[src/include/rx_buf_config.svh]
// sizing macros for the receive sample buffer: channel count, frame words, buffer depth, nsamps

`ifndef RX_BUF_CONFIG_SVH
`define RX_BUF_CONFIG_SVH

// receiver channels carried in every frame
`define RX_CHANS 4

// words per channel per frame (I, Q, iq3)
`define RX_WORDS_PER_CHAN 3

// sample buffer address width, 256 words
// kept small so the buffer fills and back-pressure shows up
`define RX_BUF_AW 8

`define RX_DEF_NSAMPS 4		// frames per block after reset
`define RX_NSAMPS_W 7		// nsamps register width, legal values 1..127

`endif

[src/verilog/rx_buf_pkg.sv]
// shared vector typedefs, sequencer state enum and host command enum for the sample buffer

`default_nettype none

`include "rx_buf_config.svh"

package rx_buf_pkg;

	typedef logic [15:0] rx_word_t;					// one sample word
	typedef logic [1:0] rx_chan_t;					// receiver channel index
	typedef logic [`RX_BUF_AW-1:0] rx_addr_t;		// sample buffer address
	typedef logic [`RX_NSAMPS_W-1:0] rx_nsamps_t;	// frames per block
	typedef logic [15:0] rx_ctr_t;					// block counter

	// producer states
	typedef enum logic [1:0] {
		SEQ_IDLE,		// waiting for a frame
		SEQ_CHAN,		// moving channel words
		SEQ_TICKS,		// moving the three tick words
		SEQ_CTR			// moving the block counter word
	} seq_state_t;

	// host command codes
	typedef enum logic [2:0] {
		CMD_NOP         = 3'd0,
		CMD_GET_SAMP    = 3'd1,
		CMD_GET_BUF_CTR = 3'd2,
		CMD_GET_SRQ     = 3'd3,
		CMD_SET_NSAMPS  = 3'd4
	} host_cmd_t;

endpackage

`default_nettype wire

[src/verilog/rx_sample_ram.sv]
// circular sample memory with wrapping pointers, fill count, full and empty flags, registered read

`default_nettype none

`include "rx_buf_config.svh"

module rx_sample_ram
	import rx_buf_pkg::*;
(
	input  wire				cpu_clk,
	input  wire				reset_bufs_A,
	// write side from the sequencer
	input  wire				wr_valid_i,
	output logic			wr_ready_o,		// not full
	input  wire rx_word_t	wr_data_i,
	// read side from the host reader
	input  wire				rd_en_i,
	output rx_word_t		rd_data_o,		// valid the cycle after rd_en_i
	output logic			empty_o
);

	localparam int DEPTH = 1 << `RX_BUF_AW;

	rx_word_t				mem [DEPTH];
	rx_addr_t				wr_ptr;
	rx_addr_t				rd_ptr;
	logic [`RX_BUF_AW:0]	fill;		// one bit wider than the address
	logic					full;
	logic					do_wr;
	logic					do_rd;

	// fill reaches DEPTH exactly when the top bit sets
	assign full = fill[`RX_BUF_AW];
	assign empty_o = (fill == '0);
	assign wr_ready_o = !full;

	assign do_wr = wr_valid_i && !full;
	assign do_rd = rd_en_i && !empty_o;		// reads on empty are dropped

	////////////////////////////////////////
	// storage and read register
	////////////////////////////////////////

	always_ff @(posedge cpu_clk)
	begin
		if (do_wr)
			mem[wr_ptr] <= wr_data_i;
		if (do_rd)
			rd_data_o <= mem[rd_ptr];		// old data on a same slot collision never happens, not empty
	end

	////////////////////////////////////////
	// pointers and fill count
	////////////////////////////////////////

	always_ff @(posedge cpu_clk)
	begin
		if (reset_bufs_A)
		begin
			wr_ptr <= '0;
			rd_ptr <= '0;
			fill <= '0;
		end
		else
		begin
			if (do_wr)
				wr_ptr <= wr_ptr + 1'b1;		// wraps at DEPTH
			if (do_rd)
				rd_ptr <= rd_ptr + 1'b1;
			case ({do_wr, do_rd})
				2'b10:   fill <= fill + 1'b1;
				2'b01:   fill <= fill - 1'b1;
				default: fill <= fill;		// both or neither
			endcase
		end
	end

endmodule

`default_nettype wire
[config.mk]
export PLATFORM = sky130hd
export DESIGN_NAME = rx_sample_ram
export DESIGN_NICKNAME = d
export VERILOG_FILES = /design/src/verilog/rx_buf_pkg.sv /design/src/verilog/rx_sample_ram.sv
export VERILOG_INCLUDE_DIRS = /design/src /design/src/include
export SDC_FILE = /design/constraint.sdc
export NUM_CORES = 2
export LEC_CHECK = 0
export BUFFER_PORTS_ARGS = -buffer_cell sky130_fd_sc_hd__buf_2
export CELL_PAD_IN_SITES_DETAIL_PLACEMENT = 1
export CELL_PAD_IN_SITES_GLOBAL_PLACEMENT = 1
export CORE_MARGIN = 1.5
export CORE_UTILIZATION = 30
export DETAILED_ROUTE_END_ITERATION = 8
export GPL_TIMING_DRIVEN = 0
export PLACE_DENSITY = 0.49
export SLEW_MARGIN = 20
export SYNTH_ARGS = -nofsm -noshare
export SYNTH_HDL_FRONTEND = slang
export SYNTH_SLANG_ARGS = --single-unit
[constraint.sdc]
create_clock -name cpu_clk -period 3.9 [get_ports cpu_clk]
set_input_delay 0.39 -clock cpu_clk [delete_from_list [all_inputs] [get_ports cpu_clk]]
set_output_delay 0.39 -clock cpu_clk [all_outputs]
set_load 0.02 [all_outputs]
==> summary.txt <==
Run status
  – Status: complete, but fails checks
  – Failing checks: negative setup slack

Cells and area
  – Fraction of layout cells with a size suffix above 1: 36.6%
  – Area of the multi-input gates: 37,100 um^2
  – Post-route cell area: 203,000 um^2
  – Combined flip-flop and latch cell area: 124,000 um^2
  – Area Growth Syn to Fin: 27.1%
  – Cell Count, Final, Fillers Out: 15,900
  – Fillcell total: 50,400
  – Final design utilization: 38.2%
  – Final net count: 8,494

Synthesis
  – Number of library cell types mapped by synthesis: 71
  – Yosys top cell area share: 77.2%
  – Most frequent cell after synthesis: edfxtp_1
  – Predominant post-synthesis flop cell: edfxtp_1
  – Post-synth EDFFs: 4,112
  – Share of the yosys chip area belonging to registers: 77.5%
  – Seq cells post-synth: 4,137
  – Ys Warns: 0
  – Synth Area per Inst: 22.0 um^2
  – Leading area contributor after synthesis: edfxtp_1
  – Mapped Area: 160,000 um^2
  – Synth cell count leaders: edfxtp_1, mux4_2, mux2i_1
  – Mapped Nets: 7,311
  – Post-Syn Instances: 7,277
  – Leading post-synthesis cells by cell area: edfxtp_1, mux4_2, mux2i_1, nor2_1, a21oi_1
  – Post-synthesis async set-or-reset flop share: 0%

Worst setup path
  – Critical Path AT: 5.17 ns
  – Crit Path Class: reg -> reg
  – Critical path launch point type: flop
  – RR Endpoint: rd_data_o[12]
  – Worst path required time: 4.61 ns
  – Flop2flop setup slack: -0.56 ns
  – FF-to-FF Start: rd_ptr[0]
  – Critical path endpoint category: flop
  – R2R cell count: 11
  – Largest fanout on the critical path: 11

STA
  – Fin. max-slew vios: 0
  – Max_slew headroom: 13.5%
  – Worst Clk Skew: 0.109 ns
  – RSZ-0062 raised after global routing: yes
  – Worst-margin pin slew: 1.29 ns
  – Hold WS: 0.0512 ns
  – Setup slack after layout: -0.557 ns
  – Final setup violating endpoints: 73
  – Final Hold Viols: 0
  – Fmax: 224 MHz
  – Tmin final: 4.46 ns
  – Fin Setup TNS: -5.70 ns
  – Period utilisation layout: 114%

Floorplan
  – # IOs: 38
  – Die ar.: 538,000 um^2
  – FP Rows: 268
  – Die H: 733 um
  – Die X-Extent: 733 um
  – Initial core utilization: 30.1%
  – Core area: 532,000 um^2

Placement
  – Routability cong.: 0.995
  – Port bufs: 36
  – Setup WS pre-CTS: -3.16 ns
  – Dpl cells: 14,700
  – DP Wirelength: 587 mm
  – Placed inst area: 180,000 um^2

Global route
  – GR Overflow Total: 0
  – Vias in the first global route: 90,600
  – First-pass GRT wire length: 1080 mm
  – Initial antenna violation count: 122
  – GRT Resource Usage Total: 31.8%
  – Largest net degree at the start of global routing: 123

Drt
  – Drt first pass iters: 8
  – Initial drt markers: 20,400
  – Drt drc: 0
  – Vias: 98,200
  – DRT antenna net count: 0
  – DR WL/cell: 55.0 um
  – Routed WL: 875 mm
  – Vias per inst: 6.17

Clock tree
  – H-tree depth: 5
  – Clock transition at path regs: 0.07 ns
  – Skew-Pair Late Insertion Delay: 1.12 ns
  – Maximum clock insertion buffer count: 4
  – CTS root buffer: clkbuf_16
  – TritonCTS Buffers: 453
  – CTS tree: yes
  – Sink Count: 4,137

Worst hold path
  – Hold-critical path depth: 2
  – HP Start: reset_bufs_A
  – Hold EP: rd_ptr[7]
  – Hold Crit Class: in -> reg

Job
  – Max-Cap Viols: 0

Power and ir drop
  – Switch Pwr: 41.6 mW
  – Clock network fraction of total power: 34.1%
  – Leakage power: 62.0 nW
  – Sequential power share: 38.9%
  – Pwr per Cell Area: 624 nW/um^2
  – Comb pwr share: 27.0%
  – Switching part of the total: 32.8%
  – Power Total: 127 mW
  – Internal power: 85.3 mW
  – VDD IR-drop max: 410 uV
==> how the worst max path moves through the flow <==
stage                    from             to  slack (ns)  cells past startpoint
floorplan             fill[2]        fill[8]       0.008                     14
global placement    rd_ptr[3]  rd_data_o[11]       -5.63                      8
detailed placement  rd_ptr[2]  rd_data_o[12]       -3.16                     10
CTS                 rd_ptr[0]  rd_data_o[12]       -0.37                     12
global route        rd_ptr[0]  rd_data_o[12]       -0.16                     11
finish              rd_ptr[0]  rd_data_o[12]       -0.56                     11
==> registers in the layout, summed over array words and instances, names as in the netlist <==
signal	cells
rd_ptr	8
mem	4096
wr_ptr	8
rd_data_o	16
fill	9
==> layout make-up <==
class	instances	area share [%]
antenna	67	0.0825
clock buffer	560	5.81
timing repair buffer	731	6.08
buffer	431	3.14
multi-input combinational	2692	18.2
clock inverter	272	1.31
tap	7020	4.32
inverter	14	0.0326
sequential	4137	61.0
==> what timing repair did <==
item                       4_1_cts  5_1_grt
setup buffers                  239       60
setup endpoints to repair     1684       54
cloned                           3        0
pin swaps                       36       27
hold buffers                    17        0
hold endpoints to repair       974        0
resized for setup             1082      105
==> power by group through the flow <==
stage	combinational (mW)	sequential (mW)	clock, mW
2_1_floorplan	11.0	50.3	0
3_5_place_dp	27.5	50.2	0
4_1_cts	32.5	49.3	43.3
6_report	34.3	49.3	43.3
3_3_place_gp	26.6	50.4	0
5_1_grt	33.3	49.3	44.8
==> metal layers <==
metal,track usage [%],vias up,routed length (um)
met2,45.1,8606,367000
li1,-,33400,-
met4,22.3,36,74900
met1,41.1,54200,318000
met3,10.5,1964,115000
met5,0.240,-,233
==> placed cells by master, fill, tap and decap left out, types with 19 or more instances in the layout <==
| cell type | Yosys | routed |
|---|---|---|
| o211ai_1 | 20 | 20 |
| buf_8 | 16 | 57 |
| nand3_1 | 47 | 38 |
| diode_2 | 0 | 67 |
| dfxtp_1 | 25 | 22 |
| a211oi_1 | 39 | 26 |
| o21ai_0 | 106 | 66 |
| clkbuf_1 | 157 | 114 |
| a221oi_1 | 90 | 66 |
| clkinv_1 | 2 | 101 |
| mux2i_1 | 421 | 375 |
| bufinv_16 | 0 | 42 |
| clkinv_2 | 0 | 89 |
| clkbuf_2 | 0 | 78 |
| nor2_1 | 370 | 95 |
| mux2i_4 | 0 | 19 |
| edfxtp_1 | 4112 | 4112 |
| mux2i_2 | 0 | 27 |
| clkbuf_16 | 0 | 462 |
| buf_16 | 0 | 298 |
| o22ai_1 | 72 | 59 |
| nor2b_1 | 27 | 26 |
| a21oi_1 | 161 | 139 |
| buf_2 | 125 | 33 |
| a22oi_1 | 25 | 22 |
| buf_4 | 43 | 257 |
| buf_12 | 3 | 276 |
| clkbuf_4 | 0 | 41 |
| nor2_4 | 0 | 265 |
| mux4_2 | 946 | 946 |
| nand2_1 | 107 | 98 |
| buf_6 | 66 | 66 |
| o21ai_1 | 3 | 24 |
==> critical path, stage by stage, from the launching register on <==
cell      delay [ns]
dfxtp_4         0.41
buf_12          0.17
buf_8           0.17
buf_16          0.21
buf_16          0.24
nand3_4         0.15
clkbuf_4        0.42
o22ai_1         0.21
nor3_4          0.35
a211oi_2        0.13
o211ai_1        1.05
nand3_2         0.39
==> cells by family (layout without fill, tap and decap cells) <==
logic type	after synthesis	count (layout)	synth area share, %
AO/OA/AOI/OAI	632	632	2.64
XOR/XNOR	18	18	0.0986
adder cells (fa/ha/maj)	14	14	0.114
buffers and inverters	448	2008	1.71
flip-flops	4137	4137	77.5
multiplexers	1394	1394	16.3
other	0	67	0
AND/OR/NAND/NOR	634	634	1.68
Note: power is estimated with default switching activity, not from simulation.
