<file path="src/include/rx_buf_config.svh">
// sizing macros for the receive sample buffer: channel count, frame words, buffer depth, nsamps

`ifndef RX_BUF_CONFIG_SVH
`define RX_BUF_CONFIG_SVH

// receiver channels carried in every frame
`define RX_CHANS 4

// words per channel per frame (I, Q, iq3)
`define RX_WORDS_PER_CHAN 3

// sample buffer address width, 256 words
// kept small so the buffer fills and back-pressure shows up
`define RX_BUF_AW 8

`define RX_DEF_NSAMPS 4		// frames per block after reset
`define RX_NSAMPS_W 7		// nsamps register width, legal values 1..127

`endif

</file>
<file path="src/verilog/rx_buf_pkg.sv">
// shared vector typedefs, sequencer state enum and host command enum for the sample buffer

`default_nettype none

`include "rx_buf_config.svh"

package rx_buf_pkg;

	typedef logic [15:0] rx_word_t;					// one sample word
	typedef logic [1:0] rx_chan_t;					// receiver channel index
	typedef logic [`RX_BUF_AW-1:0] rx_addr_t;		// sample buffer address
	typedef logic [`RX_NSAMPS_W-1:0] rx_nsamps_t;	// frames per block
	typedef logic [15:0] rx_ctr_t;					// block counter

	// producer states
	typedef enum logic [1:0] {
		SEQ_IDLE,		// waiting for a frame
		SEQ_CHAN,		// moving channel words
		SEQ_TICKS,		// moving the three tick words
		SEQ_CTR			// moving the block counter word
	} seq_state_t;

	// host command codes
	typedef enum logic [2:0] {
		CMD_NOP         = 3'd0,
		CMD_GET_SAMP    = 3'd1,
		CMD_GET_BUF_CTR = 3'd2,
		CMD_GET_SRQ     = 3'd3,
		CMD_SET_NSAMPS  = 3'd4
	} host_cmd_t;

endpackage

`default_nettype wire

</file>
<file path="src/verilog/rx_frame_sequencer.sv">
// frame sequencer module: frame latch, channel word interleave, tick and counter words, block count

`default_nettype none

`include "rx_buf_config.svh"

module rx_frame_sequencer
	import rx_buf_pkg::*;
(
	input  wire											cpu_clk,
	input  wire											reset_bufs_A,
	// frame input
	input  wire											frame_valid_i,
	output logic										frame_ready_o,
	input  wire rx_word_t [`RX_CHANS*`RX_WORDS_PER_CHAN-1:0]	frame_data_i,
	// word stream to the buffer
	output logic										word_valid_o,
	input  wire											word_ready_i,
	output rx_word_t									word_data_o,
	// tick source
	output logic [1:0]									ticks_sel_o,
	input  wire rx_word_t								ticks_i,
	// block control
	input  wire rx_nsamps_t								nsamps_i,
	output logic										block_done_o,
	output rx_ctr_t										blk_count_o
);

	localparam int FRAME_WORDS = `RX_CHANS * `RX_WORDS_PER_CHAN;
	localparam int WSEL_W = $clog2(FRAME_WORDS);

	seq_state_t					state;
	rx_word_t [FRAME_WORDS-1:0]	frame_q;		// latched frame
	rx_chan_t					chan;			// channel being moved
	logic [1:0]					move;			// I, Q, iq3 step or tick select
	rx_nsamps_t					frame_cnt;		// frames done in this block
	rx_nsamps_t					nsamps_q;		// block length, latched at block start
	logic [WSEL_W-1:0]			wsel;
	logic						frame_take;
	logic						last_move;
	logic						last_tick;
	logic						last_chan;
	logic						last_frame;

	////////////////////////////////////////
	// handshakes and step conditions
	////////////////////////////////////////

	assign frame_ready_o = (state == SEQ_IDLE);		// one frame at a time
	assign frame_take = frame_valid_i && frame_ready_o;
	assign word_valid_o = (state != SEQ_IDLE);

	assign last_move = (move == 2'(`RX_WORDS_PER_CHAN - 1));
	assign last_tick = (move == 2'd2);		// three tick words per block
	assign last_chan = (chan == rx_chan_t'(`RX_CHANS - 1));
	assign last_frame = (frame_cnt == rx_nsamps_t'(nsamps_q - 1'b1));

	// word slot inside the frame, channel major
	assign wsel = WSEL_W'(chan) * WSEL_W'(`RX_WORDS_PER_CHAN) + WSEL_W'(move);

	assign ticks_sel_o = (state == SEQ_TICKS) ? move : 2'd0;

	// source of the outgoing word
	always_comb
	begin
		case (state)
			SEQ_TICKS: word_data_o = ticks_i;
			SEQ_CTR:   word_data_o = blk_count_o;		// count before this block
			default:   word_data_o = frame_q[wsel];
		endcase
	end

	// frame payload
	always_ff @(posedge cpu_clk)
	begin
		if (frame_take)
			frame_q <= frame_data_i;
	end

	////////////////////////////////////////
	// state machine
	////////////////////////////////////////

	always_ff @(posedge cpu_clk)
	begin
		if (reset_bufs_A)
		begin
			state <= SEQ_IDLE;
			chan <= '0;
			move <= '0;
			frame_cnt <= '0;
			nsamps_q <= rx_nsamps_t'(`RX_DEF_NSAMPS);
			blk_count_o <= '0;
			block_done_o <= 1'b0;
		end
		else
		begin
			block_done_o <= 1'b0;		// single cycle pulse
			case (state)
				SEQ_IDLE:
				begin
					if (frame_take)
					begin
						chan <= '0;
						move <= '0;
						state <= SEQ_CHAN;
						if (frame_cnt == '0)
							nsamps_q <= nsamps_i;		// new block length applies here
					end
				end
				SEQ_CHAN:
				begin
					if (word_ready_i)		// else hold the word
					begin
						if (!last_move)
							move <= move + 2'd1;
						else
						begin
							move <= '0;
							if (!last_chan)
								chan <= chan + 1'b1;
							else if (last_frame)
								state <= SEQ_TICKS;		// block end, append ticks
							else
							begin
								frame_cnt <= frame_cnt + 1'b1;
								state <= SEQ_IDLE;
							end
						end
					end
				end
				SEQ_TICKS:
				begin
					if (word_ready_i)
					begin
						if (last_tick)
						begin
							move <= '0;
							state <= SEQ_CTR;
						end
						else
							move <= move + 2'd1;
					end
				end
				SEQ_CTR:
				begin
					if (word_ready_i)
					begin
						blk_count_o <= blk_count_o + 1'b1;
						block_done_o <= 1'b1;
						frame_cnt <= '0;
						state <= SEQ_IDLE;
					end
				end
				default: state <= SEQ_IDLE;
			endcase
		end
	end

endmodule

`default_nettype wire

</file>
<file path="config.mk">
export PLATFORM = sky130hd
export DESIGN_NAME = rx_frame_sequencer
export DESIGN_NICKNAME = d
export VERILOG_FILES = /design/src/verilog/rx_buf_pkg.sv /design/src/verilog/rx_frame_sequencer.sv
export VERILOG_INCLUDE_DIRS = /design/src /design/src/include
export SDC_FILE = /design/constraint.sdc
export NUM_CORES = 1
export LEC_CHECK = 0
export ABC_CLOCK_PERIOD_IN_PS = 13300
export BUFFER_PORTS_ARGS = -buffer_cell sky130_fd_sc_hd__buf_2
export CAP_MARGIN = 10
export CORE_MARGIN = 8
export CORE_UTILIZATION = 50
export DETAILED_ROUTE_END_ITERATION = 8
export PLACE_DENSITY = 0.74
export SLEW_MARGIN = 15
export SYNTH_ARGS = -nofsm -noshare
export SYNTH_HDL_FRONTEND = slang
export SYNTH_SLANG_ARGS = --single-unit
</file>
<file path="constraint.sdc">
create_clock -name cpu_clk -period 13.3 [get_ports cpu_clk]
set_input_delay 1.995 -clock cpu_clk [delete_from_list [all_inputs] [get_ports cpu_clk]]
set_output_delay 1.995 -clock cpu_clk [all_outputs]
set_load 0.01 [all_outputs]
</file>
==> flow_summary.toml <==
[critical_path]
critPathLaunch = "chan[0]"
reg2reg_from = "state[0]"
end_kind = "primary output"
cp_slowest_cell = "ha_2"
critPathTopFamily = "adder cells"
r2r_cells = 5
crit_path_max_incr_delay_ps = 630
reg2reg_slack_ps = 9840
regToRegEndpoint = "frame_q[56]"
path_class = "reg -> out"
crit_chain = "fa_1, ha_2, buf_4, mux4_2, mux2i_1, nor2_1, a21oi_1, o21ai_0, buf_2"
crit_arrival_ps = 3820
required_ps = 11310
path_buf_inv = 2
start_kind = "flip-flop"
crit_fanout = 32

[routing]
wl_per_cell_um = 20.5
antenna_left = 0
firstDrtPassIters = 4
dr_total_vias = 6225
drt_iter0_drc = 469
drc = 0
vias_per_cell = 5.41
drt-total-wl_mm = 23.6

[timing]
clock.fmax_mhz = 172
rsz0062_at_grt = "no"
slew_viol_final = 0
finalSetupViolations = 0
hold_violations = 0
whs_ps = 529
slew_headroom = 0.332
period_needed_ps = 5810
worst_slack_ps = 7490
post-route-period-util = 0.437
fin_skew_ps = 25.3
worst_pin_slew_ps = 1000
setup_tns_ps = 0

[global_routing]
grt-ovfl-total = 0
grt_pass1_vias = 6549
grtUsageMet1 = 0.254
use_met3 = 0.0505
gr-usage-all-layers = 0.192
grt.met2_usage = 0.306
grt_pass1_wl_mm = 35.8
antenna_found_initial = 5
grt_max_degree = 83
globalRoute.busiestLayer = "met2"

[synthesis]
synth_edf_count = 192
synth_warnings = 0
synth-seq-cells = 229
synth_top_area_frac = 0.593
seq_area_frac_synth = 0.669
syn_area_um2 = 9720
synth_nets = 846
ys_types = 56
avgSynthCellArea_um2 = 15.8
netlist_top_cells_area = "edfxtp_1 (59%), mux4_2 (11%), dfxtp_1 (7.6%)"
yosys_most_used_dff = "edfxtp_1"
async_flop_share = 0
synthCells = 614
yosysTopAreaCell = "edfxtp_1"

[place]
place.gp.congestion = 0.839
place_ws_ps = 7800
hpwl_mm = 17.5
port_buffers = 255

[clocking]
cts.path.max_buffers = 3
clk_latency_ps = 530
cts_setup_buffers = 0
numCtsBuffers = 24
post_cts_resized = 0
htree_levels = 1
clock-root-buffer = "clkbuf_16"
hold_buffers = 0
path_clk_slew_ps = 60
cts.sinks = 229
cts_tree = "yes"

[min_path]
hold_path_depth = 2
min_path_type = "reg -> reg"
hold_start = "nsamps_q[6]"
min_to = "nsamps_q[6]"

[flow_run]
drv_cap = 0

[outcome]
outcome = "completed"

[finish]
final_common_cell = "buf_2"
mostFrequentLayoutCells = "buf_2 (255), edfxtp_1 (192), nor2_1 (52)"
drive_above_1_share = 0.403
areaGrowthSynthToFinish_pct = 23.5
fin_nets = 1095

[floorplanning]
coreArea_um2 = 19300
rows = 51
ios = 256
dieWidth_um = 155
initial_core_util = 0.504
die_y_um = 155
die-area_um2 = 24200

[power]
power-per-cell-area_nw_per_um2 = 157
power_mw = 1.89
total_leakage_power_nw = 4.45
ir_drop_mv = 0.111
==> per-stage QoR <==
stage	instances	utilization	instance area [um2]
final	1151	0.623	12000
after floorplan	614	-	9720
after detailed placement	1102	0.582	11200
after global placement	1102	0.582	11200
after CTS	1146	0.622	12000
after global routing	1151	0.623	12000
==> layout make-up <==
type | count | area (um2)
repair buffers | 260 | 1310
clock inverters | 16 | 151
diodes | 5 | 12.5
multi-input cells | 332 | 3010
flip-flops and latches | 229 | 6510
clock buffers | 28 | 626
fillers | 1507 | 7260
inverters | 16 | 60.1
well taps | 265 | 332
==> kinds of logic after synthesis <==
group / Yosys count / synth area share
AOI/OAI and AO/OA: 94 / 0.0593
xor gates and xnor gates: 19 / 0.0179
adders and majority gates: 13 / 0.0183
buffers and inverters: 53 / 0.0234
DFF: 229 / 0.669
muxes: 75 / 0.139
and+or+nand+nor: 131 / 0.0726
==> flip-flops by register name, summed over array words and instances (netlist names), named ones only <==
name / count
move: 2
frame_cnt: 7
blk_count_o: 16
nsamps_q: 7
state: 1
frame_q: 192
block_done_o: 1
chan: 2
==> synth_stat cells, drive strengths merged, types with 2 or more instances <==
cell type / count
edfxtp: 192
nor2: 52
mux4: 48
dfxtp: 37
o21ai: 29
mux2i: 26
a21oi: 24
clkbuf: 21
a22oi: 16
buf: 16
inv: 16
nand2: 12
ha: 11
xnor2: 11
nand3: 10
nand4: 10
nor3: 10
xor2: 8
a31oi: 7
and2: 7
nor4: 6
or3: 5
o31ai: 4
and4: 3
nand2b: 3
nor3b: 3
a211oi: 2
and4b: 2
fa: 2
nand3b: 2
nor2b: 2
o21a: 2
o21bai: 2
==> power by group <==
group	switching, mW	internal (mW)
logic	0.189	0.154
clock network	0.268	0.377
registers	0.0243	0.876
total	0.482	1.41
==> routing by layer <==
layer | up-vias | part of all wire
li1 | 2906 | -
met1 | 3022 | 0.41
met2 | 263 | 0.48
met3 | 34 | 0.081
met4 | 0 | 0.025
met5 | - | 0
==> worst register-to-register path, cell delays in order, from the launching register on <==
cell     delay [ps]
dfxtp_1         330
inv_1           110
ha_1            330
and2_4          700
buf_4           690
buf_4           870
==> worst max-delay path by stage <==
stage | end | slack [ps] | cells after the start
after floorplan | nsamps_q[0] | 5760 | 5
after global placement | word_data_o[13] | 7880 | 7
after detailed placement | word_data_o[13] | 7800 | 7
after CTS | word_data_o[13] | 7220 | 7
after global routing | word_data_o[7] | 7280 | 9
final | word_data_o[7] | 7490 | 9
No activity file was read; power rests on OpenSTA's default activity.
