File: src/include/rx_buf_config.svh
// sizing macros for the receive sample buffer: channel count, frame words, buffer depth, nsamps

`ifndef RX_BUF_CONFIG_SVH
`define RX_BUF_CONFIG_SVH

// receiver channels carried in every frame
`define RX_CHANS 4

// words per channel per frame (I, Q, iq3)
`define RX_WORDS_PER_CHAN 3

// sample buffer address width, 256 words
// kept small so the buffer fills and back-pressure shows up
`define RX_BUF_AW 8

`define RX_DEF_NSAMPS 4		// frames per block after reset
`define RX_NSAMPS_W 7		// nsamps register width, legal values 1..127

`endif

File: src/verilog/rx_buf_pkg.sv
// shared vector typedefs, sequencer state enum and host command enum for the sample buffer

`default_nettype none

`include "rx_buf_config.svh"

package rx_buf_pkg;

	typedef logic [15:0] rx_word_t;					// one sample word
	typedef logic [1:0] rx_chan_t;					// receiver channel index
	typedef logic [`RX_BUF_AW-1:0] rx_addr_t;		// sample buffer address
	typedef logic [`RX_NSAMPS_W-1:0] rx_nsamps_t;	// frames per block
	typedef logic [15:0] rx_ctr_t;					// block counter

	// producer states
	typedef enum logic [1:0] {
		SEQ_IDLE,		// waiting for a frame
		SEQ_CHAN,		// moving channel words
		SEQ_TICKS,		// moving the three tick words
		SEQ_CTR			// moving the block counter word
	} seq_state_t;

	// host command codes
	typedef enum logic [2:0] {
		CMD_NOP         = 3'd0,
		CMD_GET_SAMP    = 3'd1,
		CMD_GET_BUF_CTR = 3'd2,
		CMD_GET_SRQ     = 3'd3,
		CMD_SET_NSAMPS  = 3'd4
	} host_cmd_t;

endpackage

`default_nettype wire

File: src/verilog/rx_host_reader.sv
// host command handler: sample and counter reads, sticky service request, nsamps register

`default_nettype none

`include "rx_buf_config.svh"

module rx_host_reader
	import rx_buf_pkg::*;
(
	input  wire				cpu_clk,
	input  wire				reset_bufs_A,
	// host command port
	input  wire				host_cmd_valid_i,
	output logic			host_cmd_ready_o,
	input  wire host_cmd_t	host_cmd_i,
	input  wire rx_word_t	host_arg_i,
	// buffer read port
	input  wire				buf_empty_i,
	output logic			buf_rd_en_o,
	input  wire rx_word_t	buf_rd_data_i,
	// block status from the sequencer
	input  wire				block_done_i,
	input  wire rx_ctr_t	blk_count_i,
	// host response
	output logic			host_rd_o,
	output rx_word_t		host_dout_o,
	output logic			srq_o,
	output rx_nsamps_t		nsamps_o
);

	logic		accept;
	logic		is_samp;
	logic		is_ctr;
	logic		is_srq;
	logic		sel_ram;		// response comes from the buffer
	rx_word_t	resp_q;			// counter or srq response

	// stall only a sample read with nothing stored
	assign host_cmd_ready_o = !((host_cmd_i == CMD_GET_SAMP) && buf_empty_i);
	assign accept = host_cmd_valid_i && host_cmd_ready_o;

	assign is_samp = accept && (host_cmd_i == CMD_GET_SAMP);
	assign is_ctr = accept && (host_cmd_i == CMD_GET_BUF_CTR);
	assign is_srq = accept && (host_cmd_i == CMD_GET_SRQ);

	assign buf_rd_en_o = is_samp;		// ram data lands next cycle
	assign host_dout_o = sel_ram ? buf_rd_data_i : resp_q;

	// response payload
	always_ff @(posedge cpu_clk)
	begin
		if (is_ctr)
			resp_q <= blk_count_i;
		else if (is_srq)
			resp_q <= {15'd0, srq_o};		// flag before clearing
	end

	////////////////////////////////////////
	// strobe, srq flag, nsamps
	////////////////////////////////////////

	always_ff @(posedge cpu_clk)
	begin
		if (reset_bufs_A)
		begin
			host_rd_o <= 1'b0;
			sel_ram <= 1'b0;
			srq_o <= 1'b0;
			nsamps_o <= rx_nsamps_t'(`RX_DEF_NSAMPS);
		end
		else
		begin
			host_rd_o <= is_samp || is_ctr || is_srq;
			sel_ram <= is_samp;

			// a completing block wins over the clear
			if (block_done_i)
				srq_o <= 1'b1;
			else if (is_srq)
				srq_o <= 1'b0;

			if (accept && (host_cmd_i == CMD_SET_NSAMPS))
			begin
				if (host_arg_i > rx_word_t'((1 << `RX_NSAMPS_W) - 1))
					nsamps_o <= '1;		// clamp high
				else if (host_arg_i == '0)
					nsamps_o <= rx_nsamps_t'(1);		// at least one frame per block
				else
					nsamps_o <= host_arg_i[`RX_NSAMPS_W-1:0];
			end
		end
	end

endmodule

`default_nettype wire

File: config.mk
export PLATFORM = sky130hd
export DESIGN_NAME = rx_host_reader
export DESIGN_NICKNAME = d
export VERILOG_FILES = /design/src/verilog/rx_buf_pkg.sv /design/src/verilog/rx_host_reader.sv
export VERILOG_INCLUDE_DIRS = /design/src /design/src/include
export SDC_FILE = /design/constraint.sdc
export NUM_CORES = 1
export LEC_CHECK = 0
export BUFFER_PORTS_ARGS = -buffer_cell sky130_fd_sc_hd__buf_2
export CAP_MARGIN = 10
export CORE_MARGIN = 2
export CORE_UTILIZATION = 37
export DETAILED_ROUTE_END_ITERATION = 6
export PLACE_DENSITY_LB_ADDON = 0.08
export SLEW_MARGIN = 15
export SYNTH_ARGS = -nofsm -noshare
export SYNTH_HDL_FRONTEND = slang
export SYNTH_SLANG_ARGS = --single-unit
File: constraint.sdc
create_clock -name cpu_clk -period 1.8 [get_ports cpu_clk]
set_input_delay 0.54 -clock cpu_clk [delete_from_list [all_inputs] [get_ports cpu_clk]]
set_output_delay 0.54 -clock cpu_clk [all_outputs]
set_load 0.02 [all_outputs]
==> results.ini, run 1 <==
[setup_path]
max_stage_delay_ns=0.50
cp_cell_sequence=buf_8, nand2b_4, or4b_4, inv_4, buf_6
crit_family=simple AND/OR/NAND/NOR gates
path_buf_inv=3
cpMaxStageDelayCell=or4b_4
end_kind=output port
cp-start-kind=input port
cp_max_fo=2
required_ns=1.26
crit_type=input port to output port
worst_ep_arrival_time_ns=1.43

[timing]
setup_ws_ns=-0.1712
worst_pin_slew_ns=0.2631
drv_slew=0
skew_ns=0.0001198
slew_headroom=0.8230
timing.fmax_mhz=507.3
rsz0062_at_grt=true
hold_viol=0
whs_ns=0.4565
period_share=1.095
finalSetupViolCount=18
period_needed_ns=1.971

[flow_run]
maxCapViolations=0

[die]
coreArea_um2=3103
die_area_um2=3805
pin_count=83
die_w_um=61.69
row_count=20
start_util=0.3968
die_h_um=61.69

[placement]
dp_slack_ns=-0.2438
globalplace.congestion=0.6795
portBuffers=82
hpwl_mm=2.240

[detailed_routing]
ant_nets=0
wl_mm=3.042
post_drt_wl_per_cell_um=12.52
dr_total_vias=1128
dr.pass1.iters=4
post-route-drc-count=0
drtIter0Drc=8
vias_per_cell=4.642

[yosys]
synthCells=105
syn-num-nets=161
yosysWarnings=0
ys_seq_elements=26
synth_area_um2=1231
ys_types=22
synth.avg_cell_area_um2=11.73
yosysSeqAreaShare=0.5528

[power_and_ir_drop]
vdd_drop_max_uv=263.5
p_leak_nw=0.9428
design_power_total_mw=1.140
power_density_nw_per_um2=559.8

[layout]
multi_input_area_um2=569.3
layout_commonest_cell=buf_2
final_cell_mix=buf_2 (62), buf_6 (20), mux2_4 (16), edfxtp_1 (16), and2_1 (15)
area_growth_pct=65.45
antenna_cells=0
drive_gt1_frac=0.6181
fillCellCount=253
finish.net_count=256
ff_latch_area_um2=684.4

[clock_tree]
cts_sinks=26
cts.clk_slew.worst_paths_ns=0.13
cts_buffers=3
cts_root_buf=clkbuf_4
cts_max_path_buffers=2
cts_tree=yes
htree_levels=1
clock_insertion_delay_worst_skew_ns=0.30

[global_route]
grt_use_total=0.1567
grt_pass1_vias=1071
grt_pass1_wl_mm=4.388
globalRouteOverflowTotal=0
antenna_found_initial=0
grt_max_degree=16

[run_status]
status=finished, violations left
violations=setup timing

[worst_hold_path]
hold_class=input port to register

state kept, by name (all words and copies together) (netlist names):
name,flops
srq_o,1
nsamps_o,7
resp_q,16
sel_ram,1
host_rd_o,1
what timing repair did:
action	CTS	global route
cloned	1	0
pin swaps	1	2
hold buffers	0	0
setup buffers	2	3
setup endpoints to repair	18	18
resized for setup	12	52
cell usage after synthesis:
cell type / count / share of area
dfxtp_1: 10 / 0.16
nor4bb_1: 1 / 0.0081
nand3b_1: 1 / 0.0061
nor2_1: 9 / 0.027
and2_1: 15 / 0.076
nand2b_1: 1 / 0.0051
a211oi_1: 6 / 0.037
or3b_2: 1 / 0.0071
and4bb_2: 2 / 0.020
a21oi_1: 3 / 0.012
edfxtp_1: 16 / 0.39
mux2_2: 17 / 0.16
o21bai_1: 1 / 0.0061
buf_2: 2 / 0.0081
o21ai_0: 1 / 0.0041
nor4_1: 2 / 0.010
or4_1: 1 / 0.0061
or2_2: 1 / 0.0051
inv_1: 9 / 0.027
clkbuf_1: 3 / 0.0091
nor3_1: 2 / 0.0081
or4b_1: 1 / 0.0081
cell families after synthesis:
logic type	after synthesis	synth area share
AOI/OAI and AO/OA	11	0.05894
muxes	17	0.1555
buffers and inverters	14	0.04471
and+or+nand+nor	37	0.1880
DFF	26	0.5528
per-layer routing:
metal | up-vias | GRT usage | share of wire
li1 | 559 | - | -
met1 | 515 | 0.1741 | 0.38
met2 | 52 | 0.2902 | 0.52
met3 | 2 | 0.03571 | 0.088
met4 | 0 | 0.05471 | 0.0049
met5 | - | 0 | 0
metrics by stage:
stage | cell area [um^2] | cells | utilization | TNS [ns]
after CTS | 1871 | 242 | 0.6028 | -2.255
after floorplan | 1237 | 105 | - | -0.008725
final | 2037 | 243 | 0.6565 | -0.4793
after detailed placement | 1762 | 235 | 0.5677 | -0.4698
after global routing | 2037 | 243 | 0.6565 | -1.378
after global placement | 1762 | 235 | 0.5677 | -0.3530
power by group:
part           switching (mW)  internal (mW)  total, mW
Clock                   0.162         0.0864      0.248
Sequential            0.00818          0.651      0.659
Combinational          0.0970          0.136      0.233
Total                   0.267          0.874       1.14
final cells by class:
cell class              count  share of cell area
flip-flops and latches     26              0.3360
clock buffers               4             0.01290
well taps                  44             0.02703
repair buffers             95              0.3268
multi-input cells          65              0.2795
inverters                   9             0.01781
worst paths after layout:
check / startpoint / endpoint / slack, ns / cells past startpoint
setup / recovery: host_cmd_i[2] / buf_rd_en_o / -0.17 / 5
hold reg to reg: nsamps_o[1]$_SDFFE_PP0P_ / nsamps_o[1]$_SDFFE_PP0P_ / 0.51 / 2
setup reg to reg: srq_o$_SDFFE_PP0P_ / resp_q[0]$_DFFE_PP_ / 0.97 / 1
hold / removal: block_done_i / srq_o$_SDFFE_PP0P_ / 0.46 / 3
worst min-delay path, delay by kind of cell:
family	cells	cell delay (ns)
compound gates	1	0.05
buf+inv	2	0.14
No activity file was read; power rests on OpenSTA's default activity.
==> inputs of run 2 (changes only) <==
Settings changed: ABC_AREA set to 1, BUFFER_PORTS_ARGS -buffer_cell sky130_fd_sc_hd__buf_2 to unset, CORE_UTILIZATION 37 to 40, DONT_BUFFER_PORTS set to 1.
==> run 2 against run 1 <==
Against the previous run:
- the run now ends clean
- combinational power down 49%
- die area up 4.8%
- worst setup slack better by 0.20 ns
- clock skew about the same
- wire length down 20%
- non-clock buffer count down 91
- synthesized cell count up 42%
==> results.ini, run 2 <==
[placement]
dp_slack_ns=0.1278  ; +0.3716 ns
placed_area_um2=1455  ; -17%
portBuffers=0  ; -100%
globalplace.congestion=0.6609  ; -2.7%
hpwl_mm=1.955  ; -13%

[layout]
drive_gt1_frac=0.2418  ; -0.3763
design_area_um2=1514  ; -26%
finish.net_count=210  ; -18%
reg_top3=resp_q: 16 flops, nsamps_o: 7 flops
layout_commonest_cell=inv_1
antenna_cells=0  ; unchanged
largest_register=resp_q
area_growth_pct=8.229
final_util=0.4537  ; -0.2028
fillCellCount=360  ; +42%
final_cell_mix=inv_1 (35), nor2_1 (18), nand2_1 (16), edfxtp_1 (16), mux2_2 (11)
largest_register_ff_count=16  ; unchanged

[detailed_routing]
dr_total_vias=945  ; -16%
post-route-drc-count=0  ; unchanged
vias_per_cell=4.749  ; +2.3%
drtIter0Drc=12  ; +4
post_drt_wl_per_cell_um=12.19  ; -2.6%
wl_mm=2.426  ; -20%
ant_nets=0  ; unchanged
dr.pass1.iters=2  ; -2

[power_and_ir_drop]
p_leak_nw=0.6285  ; -33%
power_density_nw_per_um2=686.9  ; +23%
vdd_drop_max_uv=314.9  ; +19%
design_power_total_mw=1.040  ; -8.8%

[die]
pin_count=83  ; unchanged
die_w_um=63.14  ; +2.4%
row_count=21  ; +5.0%
coreArea_um2=3337  ; +7.5%
start_util=0.4192  ; +0.02242
die_h_um=63.14  ; +2.4%
die_area_um2=3986  ; +4.8%

[setup_path]
worst_ep_arrival_time_ns=1.23  ; -0.20 ns
cp_max_fo=16  ; +14
crit_type=register to output port
required_ns=1.26  ; about the same
cpMaxStageDelayCell=mux2_2
end_kind=output port
cp-start-kind=register
max_stage_delay_ns=0.40  ; -0.10 ns
cp_cell_sequence=buf_12, mux2_2

[global_route]
grt_pass1_wl_mm=3.850  ; -12%
grt_pass1_vias=904  ; -16%
antenna_found_initial=0  ; unchanged
grt_use_total=0.1206  ; -0.03612
grt_max_degree=18  ; +2
globalRouteOverflowTotal=0  ; unchanged

[timing]
skew_ns=0.00008499  ; -0.00003483 ns
timing.fmax_mhz=564.8  ; +11%
setup_ws_ns=0.02957  ; +0.2008 ns
drv_slew=0  ; unchanged
period_needed_ns=1.770  ; -0.2008 ns
slew_headroom=0.8251  ; +0.002110
worst_pin_slew_ns=0.2620  ; -0.001097 ns
hold_viol=0  ; unchanged
finalSetupViolCount=0  ; -18
fin_setup_tns_ns=0  ; +0.4793 ns
rsz0062_at_grt=true
period_share=0.9836  ; -0.1116

[clock_tree]
cts_buffers=3  ; unchanged
cts_max_path_buffers=2  ; unchanged
cts_tree=yes
cts.clk_slew.worst_paths_ns=0.13  ; about the same
cts_sinks=26  ; unchanged
clock_insertion_delay_worst_skew_ns=0.31  ; about the same
cts_root_buf=clkbuf_4
hold_buffers=0  ; unchanged
htree_levels=1  ; unchanged

[yosys]
synth_area_leaders=edfxtp_1 (34%), dfxtp_1 (14%), mux2_2 (13%)
synth_edf_count=16  ; unchanged
synth.avg_cell_area_um2=9.388  ; -20%
synth_top_area_cell=edfxtp_1
yosysWarnings=0  ; unchanged
ys_seq_elements=26  ; unchanged
ys_types=21  ; -4.5%
synth_area_um2=1399  ; +14%
synthFlopType=edfxtp_1
syn-num-nets=205  ; +27%
yosysSeqAreaShare=0.4866  ; -0.06626
synthTopCellsByCount=inv_1 (35), nor2_1 (18), edfxtp_1 (16), mux2_2 (16), nand2_1 (16)
yosysTopAreaCellShare=0.3435  ; -0.04677
yosysMostFrequentCell=inv_1
synthCells=149  ; +42%
async_reset_ff_frac=0  ; unchanged

[flow_run]
maxCapViolations=0  ; unchanged

[run_status]
status=complete, no violations

[worst_hold_path]
hold_class=input port to register

==> run 2: cell types whose count changed after synthesis, moves of 3 or more <==
cell	change
clkbuf_1	-3
and2_1	-15
nand2_1	+16
a211oi_1	-6
a21oi_1	+5
nand3_1	+4
inv_1	+26
nand3b_1	+3
nor2_1	+9
nor2_2	+8
==> run 2: critical path: cells and delay by family, from the launching register on <==
family | cells | cell delay, ns
mux | 1 | 0.40
flops | 1 | 0.36
buf+inv | 1 | 0.15
==> run 2: repair_timing <==
item,in CTS,in global routing
pin swaps,0,0
gates resized for setup,1,8
endpoints found under the setup margin,16,16
buffers inserted,0,0
==> run 2: cell families (layout without fill, tap and decap cells) <==
logic type	after synthesis	after routing	share of synthesized area
buffers and inverters	40	44	0.1207
and+or+nand+nor	56	56	0.2236
DFF	26	26	0.4866
muxes	16	16	0.1288
AOI/OAI and AO/OA	11	11	0.04025
==> run 2: path summary, 6_finish.rpt <==
path,start,endpoint,slack [ns],cells past startpoint
worst max-delay path,sel_ram$_SDFF_PP0_,host_dout_o[9],0.03,2
worst min register to register,nsamps_o[6]$_SDFFE_PP0P_,nsamps_o[6]$_SDFFE_PP0P_,0.63,4
worst min-delay path,reset_bufs_A,sel_ram$_SDFF_PP0_,0.27,1
worst max register to register,nsamps_o[5]$_SDFFE_PP0P_,nsamps_o[5]$_SDFFE_PP0P_,0.96,4
==> run 2: routing by layer <==
layer  wire, um  track usage  share of wire  vias to the layer above
li1           -            -              -                      476
met1        923       0.1345           0.38                      414
met2       1197       0.2101           0.49                       55
met3        305      0.05000           0.13                        0
met4          0      0.03333              0                        0
met5          0            0              0                        -
==> run 2: per-stage QoR <==
stage / cells / hold WS (ns)
5_1_grt: 199 / 0.2513
2_1_floorplan: 149 / 0.5935
3_5_place_dp: 195 / 0.6126
6_report: 199 / 0.2726
3_3_place_gp: 195 / 0.6136
4_1_cts: 199 / 0.2587
==> run 2: area by class of cell <==
cell class	count	area, um^2	share of cell area
clock inverter	1	3.754	0.002479
tap	46	57.56	0.03802
clock buffer	3	22.52	0.01488
timing repair buffer	4	42.54	0.02810
sequential	26	681.9	0.4504
multi-input combinational	83	568.0	0.3752
inverter	36	137.6	0.09091
==> run 2: power by group <==
part / switching (mW) / total (mW) / internal [mW]
combinational: 0.0742 / 0.118 / 0.0442
sequential: 0.0205 / 0.678 / 0.658
clock: 0.163 / 0.244 / 0.0809
